File: src/rename_defines.svh
`ifndef RENAME_DEFINES_SVH
`define RENAME_DEFINES_SVH

// Logical register file
`define ARCH_REGS 32
`define ARCH_W 5

// Physical register file
`define PHYS_W 7
`define PHYS_REGS (1 << `PHYS_W)

// Branch checkpoints
`define CKPT_PAGES 4
`define CKPT_W 2

// Tag meaning "no register"
`define NO_TAG {`PHYS_W{1'b1}}

`endif

File: src/rename_pkg.sv
`include "rename_defines.svh"

package rename_pkg;

    typedef struct packed {
        logic [6:0]         opcode;
        logic [`ARCH_W-1:0] rs1;
        logic [`ARCH_W-1:0] rs2;
        logic [`ARCH_W-1:0] rd;
    } rename_req_t;

    typedef struct packed {
        logic [6:0]         opcode;
        logic [`PHYS_W-1:0] src1_tag;
        logic [`PHYS_W-1:0] src2_tag;
        logic [`PHYS_W-1:0] dst_tag;
        logic [`PHYS_W-1:0] old_tag;   // Released at commit by the core
        logic               has_ckpt;
        logic [`CKPT_W-1:0] ckpt_page;
    } rename_rsp_t;

    typedef struct packed {
        logic               valid;
        logic               mispredict;
        logic [`CKPT_W-1:0] page;
    } branch_res_t;

    typedef struct packed {
        logic               valid;
        logic [`PHYS_W-1:0] tag;
    } commit_t;

    typedef enum logic [1:0] {
        RUN,
        HOLD,
        RECOVER
    } ctrl_state_t;

    // RV32I major opcodes
    localparam logic [6:0] OP_BRANCH = 7'b1100011;
    localparam logic [6:0] OP_STORE  = 7'b0100011;
    localparam logic [6:0] OP_JAL    = 7'b1101111;
    localparam logic [6:0] OP_JALR   = 7'b1100111;
    localparam logic [6:0] OP_LUI    = 7'b0110111;
    localparam logic [6:0] OP_AUIPC  = 7'b0010111;
    localparam logic [6:0] OP_LOAD   = 7'b0000011;
    localparam logic [6:0] OP_IMM    = 7'b0010011;

endpackage

File: src/ckpt_counter.sv
`timescale 1ns/100ps
`include "rename_defines.svh"

module ckpt_counter (
    input  logic               clk,
    input  logic               reset,
    input  logic               alloc,
    input  logic               release_oldest,  // A branch resolved
    input  logic               flush_from,      // ...and it mispredicted
    input  logic [`CKPT_W-1:0] flush_page,
    output logic [`CKPT_W-1:0] alloc_page,
    output logic               full
);

    localparam logic [`CKPT_W:0] ALL_PAGES = `CKPT_PAGES;

    logic [`CKPT_W-1:0] head_q;   // Oldest page in use
    logic [`CKPT_W-1:0] tail_q;   // Next page to hand out
    logic [`CKPT_W:0]   count_q;
    logic [`CKPT_W-1:0] flush_span;
    logic               do_flush;
    logic               do_release;

    assign do_flush   = release_oldest && flush_from;
    assign do_release = release_oldest && !flush_from && (count_q != '0);
    assign flush_span = flush_page - head_q;  // Pages older than the flushed one
    assign alloc_page = tail_q;
    assign full       = (count_q == ALL_PAGES);

    always_ff @(posedge clk) begin
        if (reset) begin
            head_q  <= '0;
            tail_q  <= '0;
            count_q <= '0;
        end else if (do_flush) begin
            tail_q  <= flush_page;
            count_q <= {1'b0, flush_span};
        end else begin
            if (alloc) begin
                tail_q <= tail_q + 1'b1;
            end
            if (do_release) begin
                head_q <= head_q + 1'b1;
            end
            case ({alloc, do_release})
                2'b10:   count_q <= count_q + 1'b1;
                2'b01:   count_q <= count_q - 1'b1;
                default: ;
            endcase
        end
    end

endmodule

File: src/free_list.sv
`timescale 1ns/100ps
`include "rename_defines.svh"

module free_list (
    input  logic                clk,
    input  logic                reset,
    input  logic                take,
    input  rename_pkg::commit_t commit,
    input  logic                do_save,
    input  logic                do_restore,
    input  logic [`CKPT_W-1:0]  page,
    output logic [`PHYS_W-1:0]  head_tag,
    output logic                empty
);

    localparam int FREE_INIT = `PHYS_REGS - `ARCH_REGS;

    logic [`PHYS_W-1:0] queue_q [`PHYS_REGS];
    logic [`PHYS_W-1:0] saved_head_q [`CKPT_PAGES];
    logic [`PHYS_W-1:0] head_q;
    logic [`PHYS_W-1:0] tail_q;
    logic [`PHYS_W:0]   count_q;
    logic [`PHYS_W-1:0] head_next;
    logic [`PHYS_W-1:0] tail_next;
    logic [`PHYS_W-1:0] restore_span;

    assign head_next    = take ? head_q + 1'b1 : head_q;
    assign tail_next    = commit.valid ? tail_q + 1'b1 : tail_q;
    assign restore_span = tail_next - saved_head_q[page];  // Keeps tags freed since the save
    assign head_tag     = queue_q[head_q];
    assign empty        = (count_q == '0);

    always_ff @(posedge clk) begin
        if (reset) begin
            for (int i = 0; i < FREE_INIT; i++) begin
                queue_q[i] <= `PHYS_W'(`ARCH_REGS + i);  // Tags 32 and up
            end
        end else if (commit.valid) begin
            queue_q[tail_q] <= commit.tag;
        end
    end

    always_ff @(posedge clk) begin
        if (reset) begin
            head_q  <= '0;
            tail_q  <= `PHYS_W'(FREE_INIT);
            count_q <= (`PHYS_W + 1)'(FREE_INIT);
        end else begin
            tail_q <= tail_next;
            if (do_restore) begin
                head_q  <= saved_head_q[page];
                count_q <= {1'b0, restore_span};
            end else begin
                head_q <= head_next;
                case ({commit.valid, take})
                    2'b10:   count_q <= count_q + 1'b1;
                    2'b01:   count_q <= count_q - 1'b1;
                    default: ;
                endcase
            end
        end
    end

    always_ff @(posedge clk) begin
        if (do_save) begin
            saved_head_q[page] <= head_next;
        end
    end

endmodule

File: src/map_table.sv
`timescale 1ns/100ps
`include "rename_defines.svh"

module map_table (
    input  logic               clk,
    input  logic               reset,
    input  logic [`ARCH_W-1:0] rs1,
    input  logic [`ARCH_W-1:0] rs2,
    input  logic [`ARCH_W-1:0] rd,
    input  logic [`PHYS_W-1:0] new_tag,
    input  logic               do_rename,
    input  logic               do_save,
    input  logic               do_restore,
    input  logic [`CKPT_W-1:0] page,
    output logic [`PHYS_W-1:0] src1_tag,
    output logic [`PHYS_W-1:0] src2_tag,
    output logic [`PHYS_W-1:0] old_tag
);

    // Speculative map
    logic [`PHYS_W-1:0] map_q    [`ARCH_REGS];
    logic [`PHYS_W-1:0] map_next [`ARCH_REGS];

    // One full copy per checkpoint page
    logic [`PHYS_W-1:0] page_q [`CKPT_PAGES][`ARCH_REGS];

    // Reads see the map before this cycle's write
    assign src1_tag = map_q[rs1];
    assign src2_tag = map_q[rs2];
    assign old_tag  = map_q[rd];

    always_comb begin
        for (int i = 0; i < `ARCH_REGS; i++) begin
            map_next[i] = map_q[i];
        end
        if (do_rename) begin
            map_next[rd] = new_tag;
        end
    end

    always_ff @(posedge clk) begin
        if (reset) begin
            for (int i = 0; i < `ARCH_REGS; i++) begin
                map_q[i] <= `PHYS_W'(i);  // Identity mapping
            end
        end else if (do_restore) begin
            for (int i = 0; i < `ARCH_REGS; i++) begin
                map_q[i] <= page_q[page][i];
            end
        end else begin
            for (int i = 0; i < `ARCH_REGS; i++) begin
                map_q[i] <= map_next[i];
            end
        end
    end

    // Snapshot includes the mapping written this cycle
    always_ff @(posedge clk) begin
        if (do_save) begin
            for (int i = 0; i < `ARCH_REGS; i++) begin
                page_q[page][i] <= map_next[i];
            end
        end
    end

endmodule

File: src/rename_ctrl.sv
`timescale 1ns/100ps
`include "rename_defines.svh"

module rename_ctrl (
    input  logic                   clk,
    input  logic                   reset,
    input  logic                   in_valid,
    output logic                   in_ready,
    input  rename_pkg::rename_req_t in_req,
    output logic                   out_valid,
    input  logic                   out_ready,
    output rename_pkg::rename_rsp_t out_rsp,
    input  rename_pkg::branch_res_t br_res,
    input  logic                   fl_empty,
    input  logic                   ck_full,
    input  logic [`PHYS_W-1:0]     src1_tag,
    input  logic [`PHYS_W-1:0]     src2_tag,
    input  logic [`PHYS_W-1:0]     old_tag,
    input  logic [`PHYS_W-1:0]     new_tag,
    input  logic [`CKPT_W-1:0]     ck_page,
    output logic                   do_rename,
    output logic                   do_save,
    output logic                   do_restore
);
    import rename_pkg::*;

    ctrl_state_t state_q;
    rename_rsp_t rsp_d;
    logic        mask_src1;
    logic        mask_src2;
    logic        needs_rd;
    logic        is_branch;
    logic        accept;
    logic        mispredict;

    always_comb begin
        mask_src1 = 1'b0;
        mask_src2 = 1'b0;
        needs_rd  = 1'b1;
        is_branch = 1'b0;
        case (in_req.opcode)
            OP_LUI, OP_AUIPC, OP_JAL: begin
                mask_src1 = 1'b1;
                mask_src2 = 1'b1;
            end
            OP_JALR, OP_LOAD, OP_IMM: mask_src2 = 1'b1;
            OP_BRANCH: begin
                needs_rd  = 1'b0;
                is_branch = 1'b1;
            end
            OP_STORE: needs_rd = 1'b0;
            default: ;
        endcase
    end

    assign mispredict = br_res.valid && br_res.mispredict;

    assign in_ready = (state_q == RUN) && (!out_valid || out_ready) &&
                      !(needs_rd && fl_empty) && !(is_branch && ck_full);
    assign accept     = in_valid && in_ready;
    assign do_rename  = accept && needs_rd;
    assign do_save    = accept && is_branch;
    assign do_restore = (state_q == RECOVER);  // Page is already the flushed one

    always_comb begin
        rsp_d.opcode    = in_req.opcode;
        rsp_d.src1_tag  = mask_src1 ? `NO_TAG : src1_tag;
        rsp_d.src2_tag  = mask_src2 ? `NO_TAG : src2_tag;
        rsp_d.dst_tag   = needs_rd ? new_tag : `NO_TAG;
        rsp_d.old_tag   = needs_rd ? old_tag : `NO_TAG;
        rsp_d.has_ckpt  = is_branch;
        rsp_d.ckpt_page = is_branch ? ck_page : '0;
    end

    always_ff @(posedge clk) begin
        if (reset) begin
            state_q   <= HOLD;  // Quiet until reset is gone
            out_valid <= 1'b0;
        end else begin
            state_q <= mispredict ? RECOVER : RUN;
            if (mispredict) begin
                out_valid <= 1'b0;  // Drop wrong-path result
            end else if (accept) begin
                out_valid <= 1'b1;
            end else if (out_ready) begin
                out_valid <= 1'b0;
            end
        end
    end

    always_ff @(posedge clk) begin
        if (accept) begin
            out_rsp <= rsp_d;
        end
    end

endmodule

File: src/rename_unit.sv
`timescale 1ns/100ps
`include "rename_defines.svh"

module rename_unit (
    input  logic                    clk,
    input  logic                    reset,
    input  logic                    in_valid,
    output logic                    in_ready,
    input  rename_pkg::rename_req_t in_req,
    output logic                    out_valid,
    input  logic                    out_ready,
    output rename_pkg::rename_rsp_t out_rsp,
    input  rename_pkg::branch_res_t br_res,
    input  rename_pkg::commit_t     commit
);

    logic [`PHYS_W-1:0] src1_tag;
    logic [`PHYS_W-1:0] src2_tag;
    logic [`PHYS_W-1:0] old_tag;
    logic [`PHYS_W-1:0] new_tag;
    logic [`CKPT_W-1:0] ck_page;
    logic               fl_empty;
    logic               ck_full;
    logic               do_rename;
    logic               do_save;
    logic               do_restore;

    rename_ctrl u_ctrl (
        .clk        (clk),
        .reset      (reset),
        .in_valid   (in_valid),
        .in_ready   (in_ready),
        .in_req     (in_req),
        .out_valid  (out_valid),
        .out_ready  (out_ready),
        .out_rsp    (out_rsp),
        .br_res     (br_res),
        .fl_empty   (fl_empty),
        .ck_full    (ck_full),
        .src1_tag   (src1_tag),
        .src2_tag   (src2_tag),
        .old_tag    (old_tag),
        .new_tag    (new_tag),
        .ck_page    (ck_page),
        .do_rename  (do_rename),
        .do_save    (do_save),
        .do_restore (do_restore)
    );

    ckpt_counter u_ckpt (
        .clk            (clk),
        .reset          (reset),
        .alloc          (do_save),
        .release_oldest (br_res.valid),
        .flush_from     (br_res.mispredict),
        .flush_page     (br_res.page),
        .alloc_page     (ck_page),
        .full           (ck_full)
    );

    map_table u_map (
        .clk        (clk),
        .reset      (reset),
        .rs1        (in_req.rs1),
        .rs2        (in_req.rs2),
        .rd         (in_req.rd),
        .new_tag    (new_tag),
        .do_rename  (do_rename),
        .do_save    (do_save),
        .do_restore (do_restore),
        .page       (ck_page),
        .src1_tag   (src1_tag),
        .src2_tag   (src2_tag),
        .old_tag    (old_tag)
    );

    free_list u_free (
        .clk        (clk),
        .reset      (reset),
        .take       (do_rename),
        .commit     (commit),
        .do_save    (do_save),
        .do_restore (do_restore),
        .page       (ck_page),
        .head_tag   (new_tag),
        .empty      (fl_empty)
    );

endmodule
File: config.mk
export PLATFORM = sky130hd
export DESIGN_NAME = rename_unit
export DESIGN_NICKNAME = d
export VERILOG_FILES = /design/src/rename_pkg.sv /design/src/ckpt_counter.sv /design/src/free_list.sv /design/src/map_table.sv /design/src/rename_ctrl.sv /design/src/rename_unit.sv
export VERILOG_INCLUDE_DIRS = /design/src /design/src/src
export SDC_FILE = /design/constraint.sdc
export NUM_CORES = 2
export LEC_CHECK = 0
export BUFFER_PORTS_ARGS = -buffer_cell sky130_fd_sc_hd__clkbuf_2
export CAP_MARGIN = 20
export CORE_ASPECT_RATIO = 1.75
export CORE_MARGIN = 2
export CORE_UTILIZATION = 57
export CTS_BUF_LIST = sky130_fd_sc_hd__clkbuf_16
export DETAILED_ROUTE_END_ITERATION = 6
export GPL_TIMING_DRIVEN = 0
export PLACE_DENSITY = 0.74
export SLEW_MARGIN = 20
export SYNTH_ARGS = -nofsm -noshare
export SYNTH_HDL_FRONTEND = slang
export SYNTH_SLANG_ARGS = --single-unit
export TNS_END_PERCENT = 1
File: constraint.sdc
create_clock -name clk -period 7.7 [get_ports clk]
set_input_delay 0.385 -clock clk [delete_from_list [all_inputs] [get_ports clk]]
set_output_delay 0.385 -clock clk [all_outputs]
set_load 0.1 [all_outputs]
=== Yosys cells after proc, flatten, opt, wreduce, memory -nomap -nowiden ===
Memory sizes are Yosys's and may differ from the RTL's. A register that Yosys moved wholly into a read port is not among the register bits.
Cells that the tools add are included.

* $add $sub $neg: 10
* Order comparisons: 2
* Equality and inequality tests: 14
* Multiplexer cells: 105
* Bitwise gates (word level): 66
* Reduce and logical (&&, ||, !) cells: 33

{| class="wikitable"
|+ Operator list
! kind !! count
|-
| 7-bit two-way mux || 72
|-
| 224-bit bitwise mux || 1
|-
| 224-bit two-way mux || 1
|-
| 1-bit bitwise OR || 64
|-
| 7-bit demux with 5-bit select || 1
|-
| 7-bit equality test (second input constant) || 3
|-
| 1-bit two-way mux || 20
|-
| 2-bit two-way mux || 8
|-
| 8-bit one-hot mux with 2 select lines || 1
|-
| 7-bit by 1-bit adder with 7-bit output (second input constant) || 2
|-
| 7-bit by 5-bit equality test with 1-bit output (second input constant) || 2
|-
| 7-bit by 6-bit equality test with 1-bit output (second input constant) || 2
|-
| 1-bit logical AND || 12
|-
| 3-bit nonzero test || 3
|-
| 8-bit by 1-bit adder with 8-bit output (second input constant) || 1
|-
| 8-bit logical NOT || 1
|-
| 2-bit nonzero test || 4
|-
| 8-bit by 1-bit subtractor with 8-bit output (second input constant) || 1
|-
| 7-bit by 2-bit equality test with 1-bit output (second input constant) || 1
|-
| 7-bit OR reduction || 1
|-
| 7-bit subtractor || 1
|-
| 2-bit equality test (second input constant) || 3
|-
| 6-bit greater-or-equal comparator (second input constant) || 1
|-
| 6-bit by 1-bit < comparator with 1-bit output (second input constant) || 1
|-
| 16 further kinds || 23
|}

* Bits in registers: 49
* RAM bits: 2044
* Bits of input ports: 38
* Output and inout bits: 40
* Word-level logic and storage cells: 248
* Memories kept: 4

{| class="wikitable"
|+ Memory list
! name !! depth !! width !! read ports !! clocked after memory_dff !! wr ports !! line !! RTL
|-
| u_free.queue_q || 128 || 7 || 1 || 1 || 96 || free_list.sv:18 || <nowiki>logic [`PHYS_W-1:0] queue_q [`PHYS_REGS];</nowiki>
|-
| u_map.page_q || 4 || 224 || 1 || 1 || 1 || map_table.sv:25 || <nowiki>logic [`PHYS_W-1:0] page_q [`CKPT_PAGES][`ARCH_REGS];</nowiki>
|-
| u_map.map_q || 32 || 7 || 35 || 3 || 32 || map_table.sv:21 || <nowiki>logic [`PHYS_W-1:0] map_q [`ARCH_REGS];</nowiki>
|-
| u_free.saved_head_q || 4 || 7 || 1 || 1 || 1 || free_list.sv:19 || <nowiki>logic [`PHYS_W-1:0] saved_head_q [`CKPT_PAGES];</nowiki>
|}

=== Depth between registers and ports, before layout ===
* Depth in word-level cells: 13
* Depth in mapped cells: 19

=== Modules after synthesis ===
A second synthesis with hierarchy kept.

* Cells, all modules: 5603
* Area total of the unflattened synthesis: 95497.8 µm²

{| class="wikitable"
|+ Modules (own cells, without submodules)
! module !! times used !! cells each !! area an instance (µm²) !! seq. area each (µm²)
|-
| map_table || 1 || 2583 || 50841.3 || 33632.3
|-
| free_list || 1 || 2863 || 42543.3 || 28187.0
|-
| rename_ctrl || 1 || 105 || 1655.3 || 1201.2
|-
| ckpt_counter || 1 || 52 || 457.9 || 140.1
|}

=== Worst setup path before layout ===
OpenSTA, ideal clock, no wires.

* Kind: register to register
* From: register u_ctrl.out_valid
* To: memory u_free.saved_head_q[0][0] (netlist bit) (enable)
* Data arrival time: 7864 ps
* Required time: 7078 ps
* Slack: -786 ps
* Cell stages (with the launch flop): 6
* Path buffers: 1
* Clock period less this slack: 8486 ps
* Cells stage by stage: dfxtp_1 -> nor2b_1 -> or3_1 -> a2111oi_4 -> buf_2 -> and3_1

* Cells in the longest elaborated chain, start to end: 9

{| class="wikitable"
|+ RTL lines
! element !! line !! RTL
|-
| from (decl) || rename_ctrl.sv:10 || <nowiki>output logic out_valid,</nowiki>
|-
| from (signal assigned) || rename_ctrl.sv:78 || <nowiki>out_valid <= 1'b0;</nowiki>
|-
| from (signal assigned) || rename_ctrl.sv:82 || <nowiki>out_valid <= 1'b0;</nowiki>
|-
| from (signal assigned) || rename_ctrl.sv:84 || <nowiki>out_valid <= 1'b1;</nowiki>
|-
| 1-bit logical NOT || rename_ctrl.sv:58 || <nowiki>assign in_ready = (state_q == RUN) && (!out_valid || out_ready) &&</nowiki>
|-
| 1-bit logical OR || rename_ctrl.sv:58 ||
|-
| 1-bit logical AND (2 in series) || rename_ctrl.sv:58 ||
|-
| 1-bit logical AND || rename_ctrl.sv:59 || <nowiki>!(needs_rd && fl_empty) && !(is_branch && ck_full);</nowiki>
|-
| 1-bit logical AND || rename_ctrl.sv:60 || <nowiki>assign accept = in_valid && in_ready;</nowiki>
|-
| via u_ctrl.accept || rename_ctrl.sv:33 || <nowiki>logic accept;</nowiki>
|-
| 1-bit logical AND || rename_ctrl.sv:62 || <nowiki>assign do_save = accept && is_branch;</nowiki>
|-
| 1-bit two-way mux || free_list.sv:65 || <nowiki>if (do_save) begin</nowiki>
|-
| 1-bit two-way mux (not written as such) || free_list.sv:66 || <nowiki>saved_head_q[page] <= head_next;</nowiki>
|-
| to (decl) || free_list.sv:19 ||
|}

The timed path passes the listed nets, and every way through them passes these cells.

==> impl_metrics.csv <==
group,metric,value,unit
critical_path,rr_startpoint,"u_free.head_q[1]",
global_route,busiest_layer,"met2",
global_route,grt_max_degree,48,
die,core_area,169200,sq um
timing,post-route-min-period,7.063,ns
finish,final_nets,6571,
clock_network,cts_root_buf,"clkbuf_16",
synthesis,yosys-top-cells-area,"edfxtp_1 65%, mux4_2 14%, nand2_1 1.8%",
synthesis,syn_avg_cell_area,16.21,sq um
die,rows,200,
synthesis,yosysTopAreaCell,"edfxtp_1",
finish,final_common_cell,"edfxtp_1",
critical_path,worstSetupPathType,"reg -> reg",
critical_path,arrival,7.63,ns
global_route,globalRouteMet2Util,79.58,%
worst_hold_path,hold_path.class,"in -> reg",
place,dp_hpwl,311200,um
routing,dr.pass1.iters,7,
timing,tightest_slew,1.502,ns
place,place_inst,8528,
synthesis,synth_top_area_share,64.53,%
die,die-area,173400,sq um
critical_path,path_max_fanout,10,
finish,drive_gt1_share,22.05,%
timing,setup_tns,0,ns
timing,hold_viol_final,0,
synthesis,synthArstFlopShare,0,%
critical_path,startpoint_type,"flop",
critical_path,reg2reg_depth,12,
finish,design_area,108100,sq um
finish,mostFrequentLayoutCells,"2082 x edfxtp_1, 591 x mux4_2, 464 x nand2_1",
die,fp.dieH,549.4,um
clock_network,clk_pin_slew,0.07,ns
clock_network,h-tree-depth,4,
place,io_buffers,68,
timing,finalCritPeriodShare,91.72,%
outcome,violations,"DRC, capacitance limit, slew limit",
place,gp_congestion,1.105,
die,num_io_pins,78,
finish,nFillCells,12130,
synthesis,ys_ff_latch,2116,
flow_run,max-cap-violations,1,
pwr,power_density,236.5,nW/um^2
global_route,grt_pass1_vias,65550,
global_route,antenna_found_initial,28,
global_route,grt.total_usage,49.53,%
synthesis,ys.flop_type,"edfxtp_1",
clock_network,cts_sinks,2116,
finish,finalNonFillerCells,8924,
critical_path,endpoint,"u_map.page_q[3][135]",
critical_path,startpoint,"u_free.head_q[1]",
critical_path,end_kind,"flop",
routing,drt_wl_total,423900,um
routing,wire_per_inst,47.50,um
die,dieWidth,315.7,um
place,place_area,101800,sq um
global_route,grt_use_met1,46.93,%
timing,maxSlewViolCount,2,
critical_path,cp_data_required_time,8.27,ns
synthesis,synth-edff-count,2082,
routing,vias,66270,
timing,slew_headroom,-1.176,%
clock_network,tritoncts,"done",
synthesis,yosysWarningCount,0,
clock_network,cts_resized,0,
clock_network,clock_latency,0.88,ns
routing,ant_nets,0,
synthesis,synth_cell_type_count,90,
clock_network,cts_buffer_depth,4,
synthesis,yosysSeqAreaShare,65.23,%
global_route,grt_pass1_wl,566200,um
timing,finalClockSkew,0.06750,ns
synthesis,syn-cell-area,96890,sq um
die,start_util,57.28,%
routing,drc_errors,4,
pwr,p_leak,33.55,nW
pwr,ir_worst_vdd,0.0002363,V
timing,rsz0062_at_grt,"no",
synthesis,syn_inst,5978,
routing,drt_iter0_markers,10200,
timing,fmax,141.6,MHz
global_route,grt-ovfl-total,0,
global_route,grtUsageMet3,12.72,%
clock_network,numCtsBuffers,193,
outcome,outcome,"finished, violations left",
finish,final_core_util,63.90,%
critical_path,r2r_slack,0.64,ns
routing,via_per_inst,7.426,
timing,setup_viol,0,
finish,syn_to_final_growth,11.57,%
critical_path,r2r_end,"u_map.page_q[3][135]",
[how the worst min path moves through the flow]
stage          slack (ns)              start  cells past startpoint           endpoint
2_1_floorplan        0.41              reset                      0  u_ctrl.state_q[0]
3_3_place_gp         0.47  u_free.count_q[7]                      2  u_free.count_q[7]
4_1_cts              0.02              reset                      1  u_ctrl.state_q[0]
3_5_place_dp         0.48  u_free.count_q[7]                      2  u_free.count_q[7]
6_report             0.10          out_ready                      4   u_ctrl.out_valid
5_1_grt              0.03              reset                      1  u_ctrl.state_q[0]
[critical path, stage by stage (launching register included)]
cell and delay, ns:
dfxtp_1 0.35, buf_2 0.44, buf_6 0.34, buf_6 0.37, buf_2 0.89, mux4_2 0.52
a22oi_1 0.55, a21oi_1 0.40, a211oi_1 1.03, nor2_2 0.42, buf_6 0.28, clkbuf_1 0.50
mux2_2 0.55
[registers in the layout, indices dropped and copies added (netlist names), 2 cells and up, named ones only]
register and count:
u_ckpt.alloc_page 2, u_ckpt.count_q 3, u_ckpt.head_q 2, u_ctrl.out_rsp 38, u_ctrl.state_q 2, u_free.count_q 8, u_free.head_q 7, u_free.queue_q 896
u_free.saved_head_q 28, u_free.tail_q 7, u_map.map_q 224, u_map.page_q 896
[repair_timing]
action,CTS,global route
hold buffers,11,0
hold endpoints to repair,12,0
setup buffers,0,0
[area by class of cell]
| type | count | area, sq um | area share [%] |
|---|---|---|---|
| tap | 2222 | 2780 | 2.572 |
| clock inverter | 147 | 1129 | 1.044 |
| timing repair buffer | 117 | 1249 | 1.155 |
| buffer | 544 | 2516 | 2.328 |
| sequential | 2116 | 63200 | 58.47 |
| multi-input combinational | 3512 | 32100 | 29.70 |
| clock buffer | 196 | 4905 | 4.537 |
| inverter | 29 | 108.9 | 0.1007 |
| antenna | 41 | 102.6 | 0.09492 |
[power breakdown]
part	switching (W)	internal [W]	leakage, nW
Combinational	0.00217	0.000838	11.7
Clock	0.00442	0.00513	3.09
Sequential	0.000198	0.0128	18.7
Total	0.00678	0.0188	33.5
[routing by layer]
layer | part of all wire [%] | wire, um
met5 | 0.014 | 60
met4 | 16 | 67660
met3 | 9.4 | 39780
met2 | 48 | 201700
met1 | 27 | 114700
[kinds of logic (layout without fill, tap and decap cells)]
family | count (synthesis) | count (layout) | synth area share [%]
XOR/XNOR | 30 | 30 | 0.2712
flip-flops | 2116 | 2116 | 65.23
multiplexers | 912 | 912 | 17.41
buffers and inverters | 573 | 1033 | 2.579
AO/OA/AOI/OAI | 557 | 557 | 4.519
AND/OR/NAND/NOR | 1769 | 1769 | 9.709
adder cells (fa/ha/maj) | 20 | 20 | 0.2738
other | 1 | 265 | 0.003870
[Yosys cell counts (all sizes together) (29+ instances only)]
| library cell | count |
|---|---|
| nand2 | 466 |
| nor2b | 32 |
| mux2i | 150 |
| nand3 | 49 |
| o21ai | 58 |
| mux4 | 593 |
| nor4b | 113 |
| nand2b | 36 |
| a22oi | 45 |
| a221o | 116 |
| dfxtp | 34 |
| buf | 130 |
| and3 | 50 |
| clkbuf | 409 |
| nor2 | 287 |
| a211o | 54 |
| o221ai | 29 |
| edfxtp | 2082 |
| nor3 | 141 |
| or2 | 95 |
| mux2 | 169 |
| or3 | 236 |
| a21oi | 79 |
| and2 | 195 |
[per-stage QoR]
stage / worst slack (ns) / hold WS (ns) / total power (W)
3_3_place_gp: -6.213 / 0.4691 / 0.01598
3_5_place_dp: 1.120 / 0.4796 / 0.01603
2_1_floorplan: -0.7857 / 0.4127 / 0.01463
6_report: 0.6374 / 0.1012 / 0.02557
5_1_grt: 1.058 / 0.03246 / 0.02583
4_1_cts: 1.265 / 0.01968 / 0.02526
(Power assumes the default switching activity.)
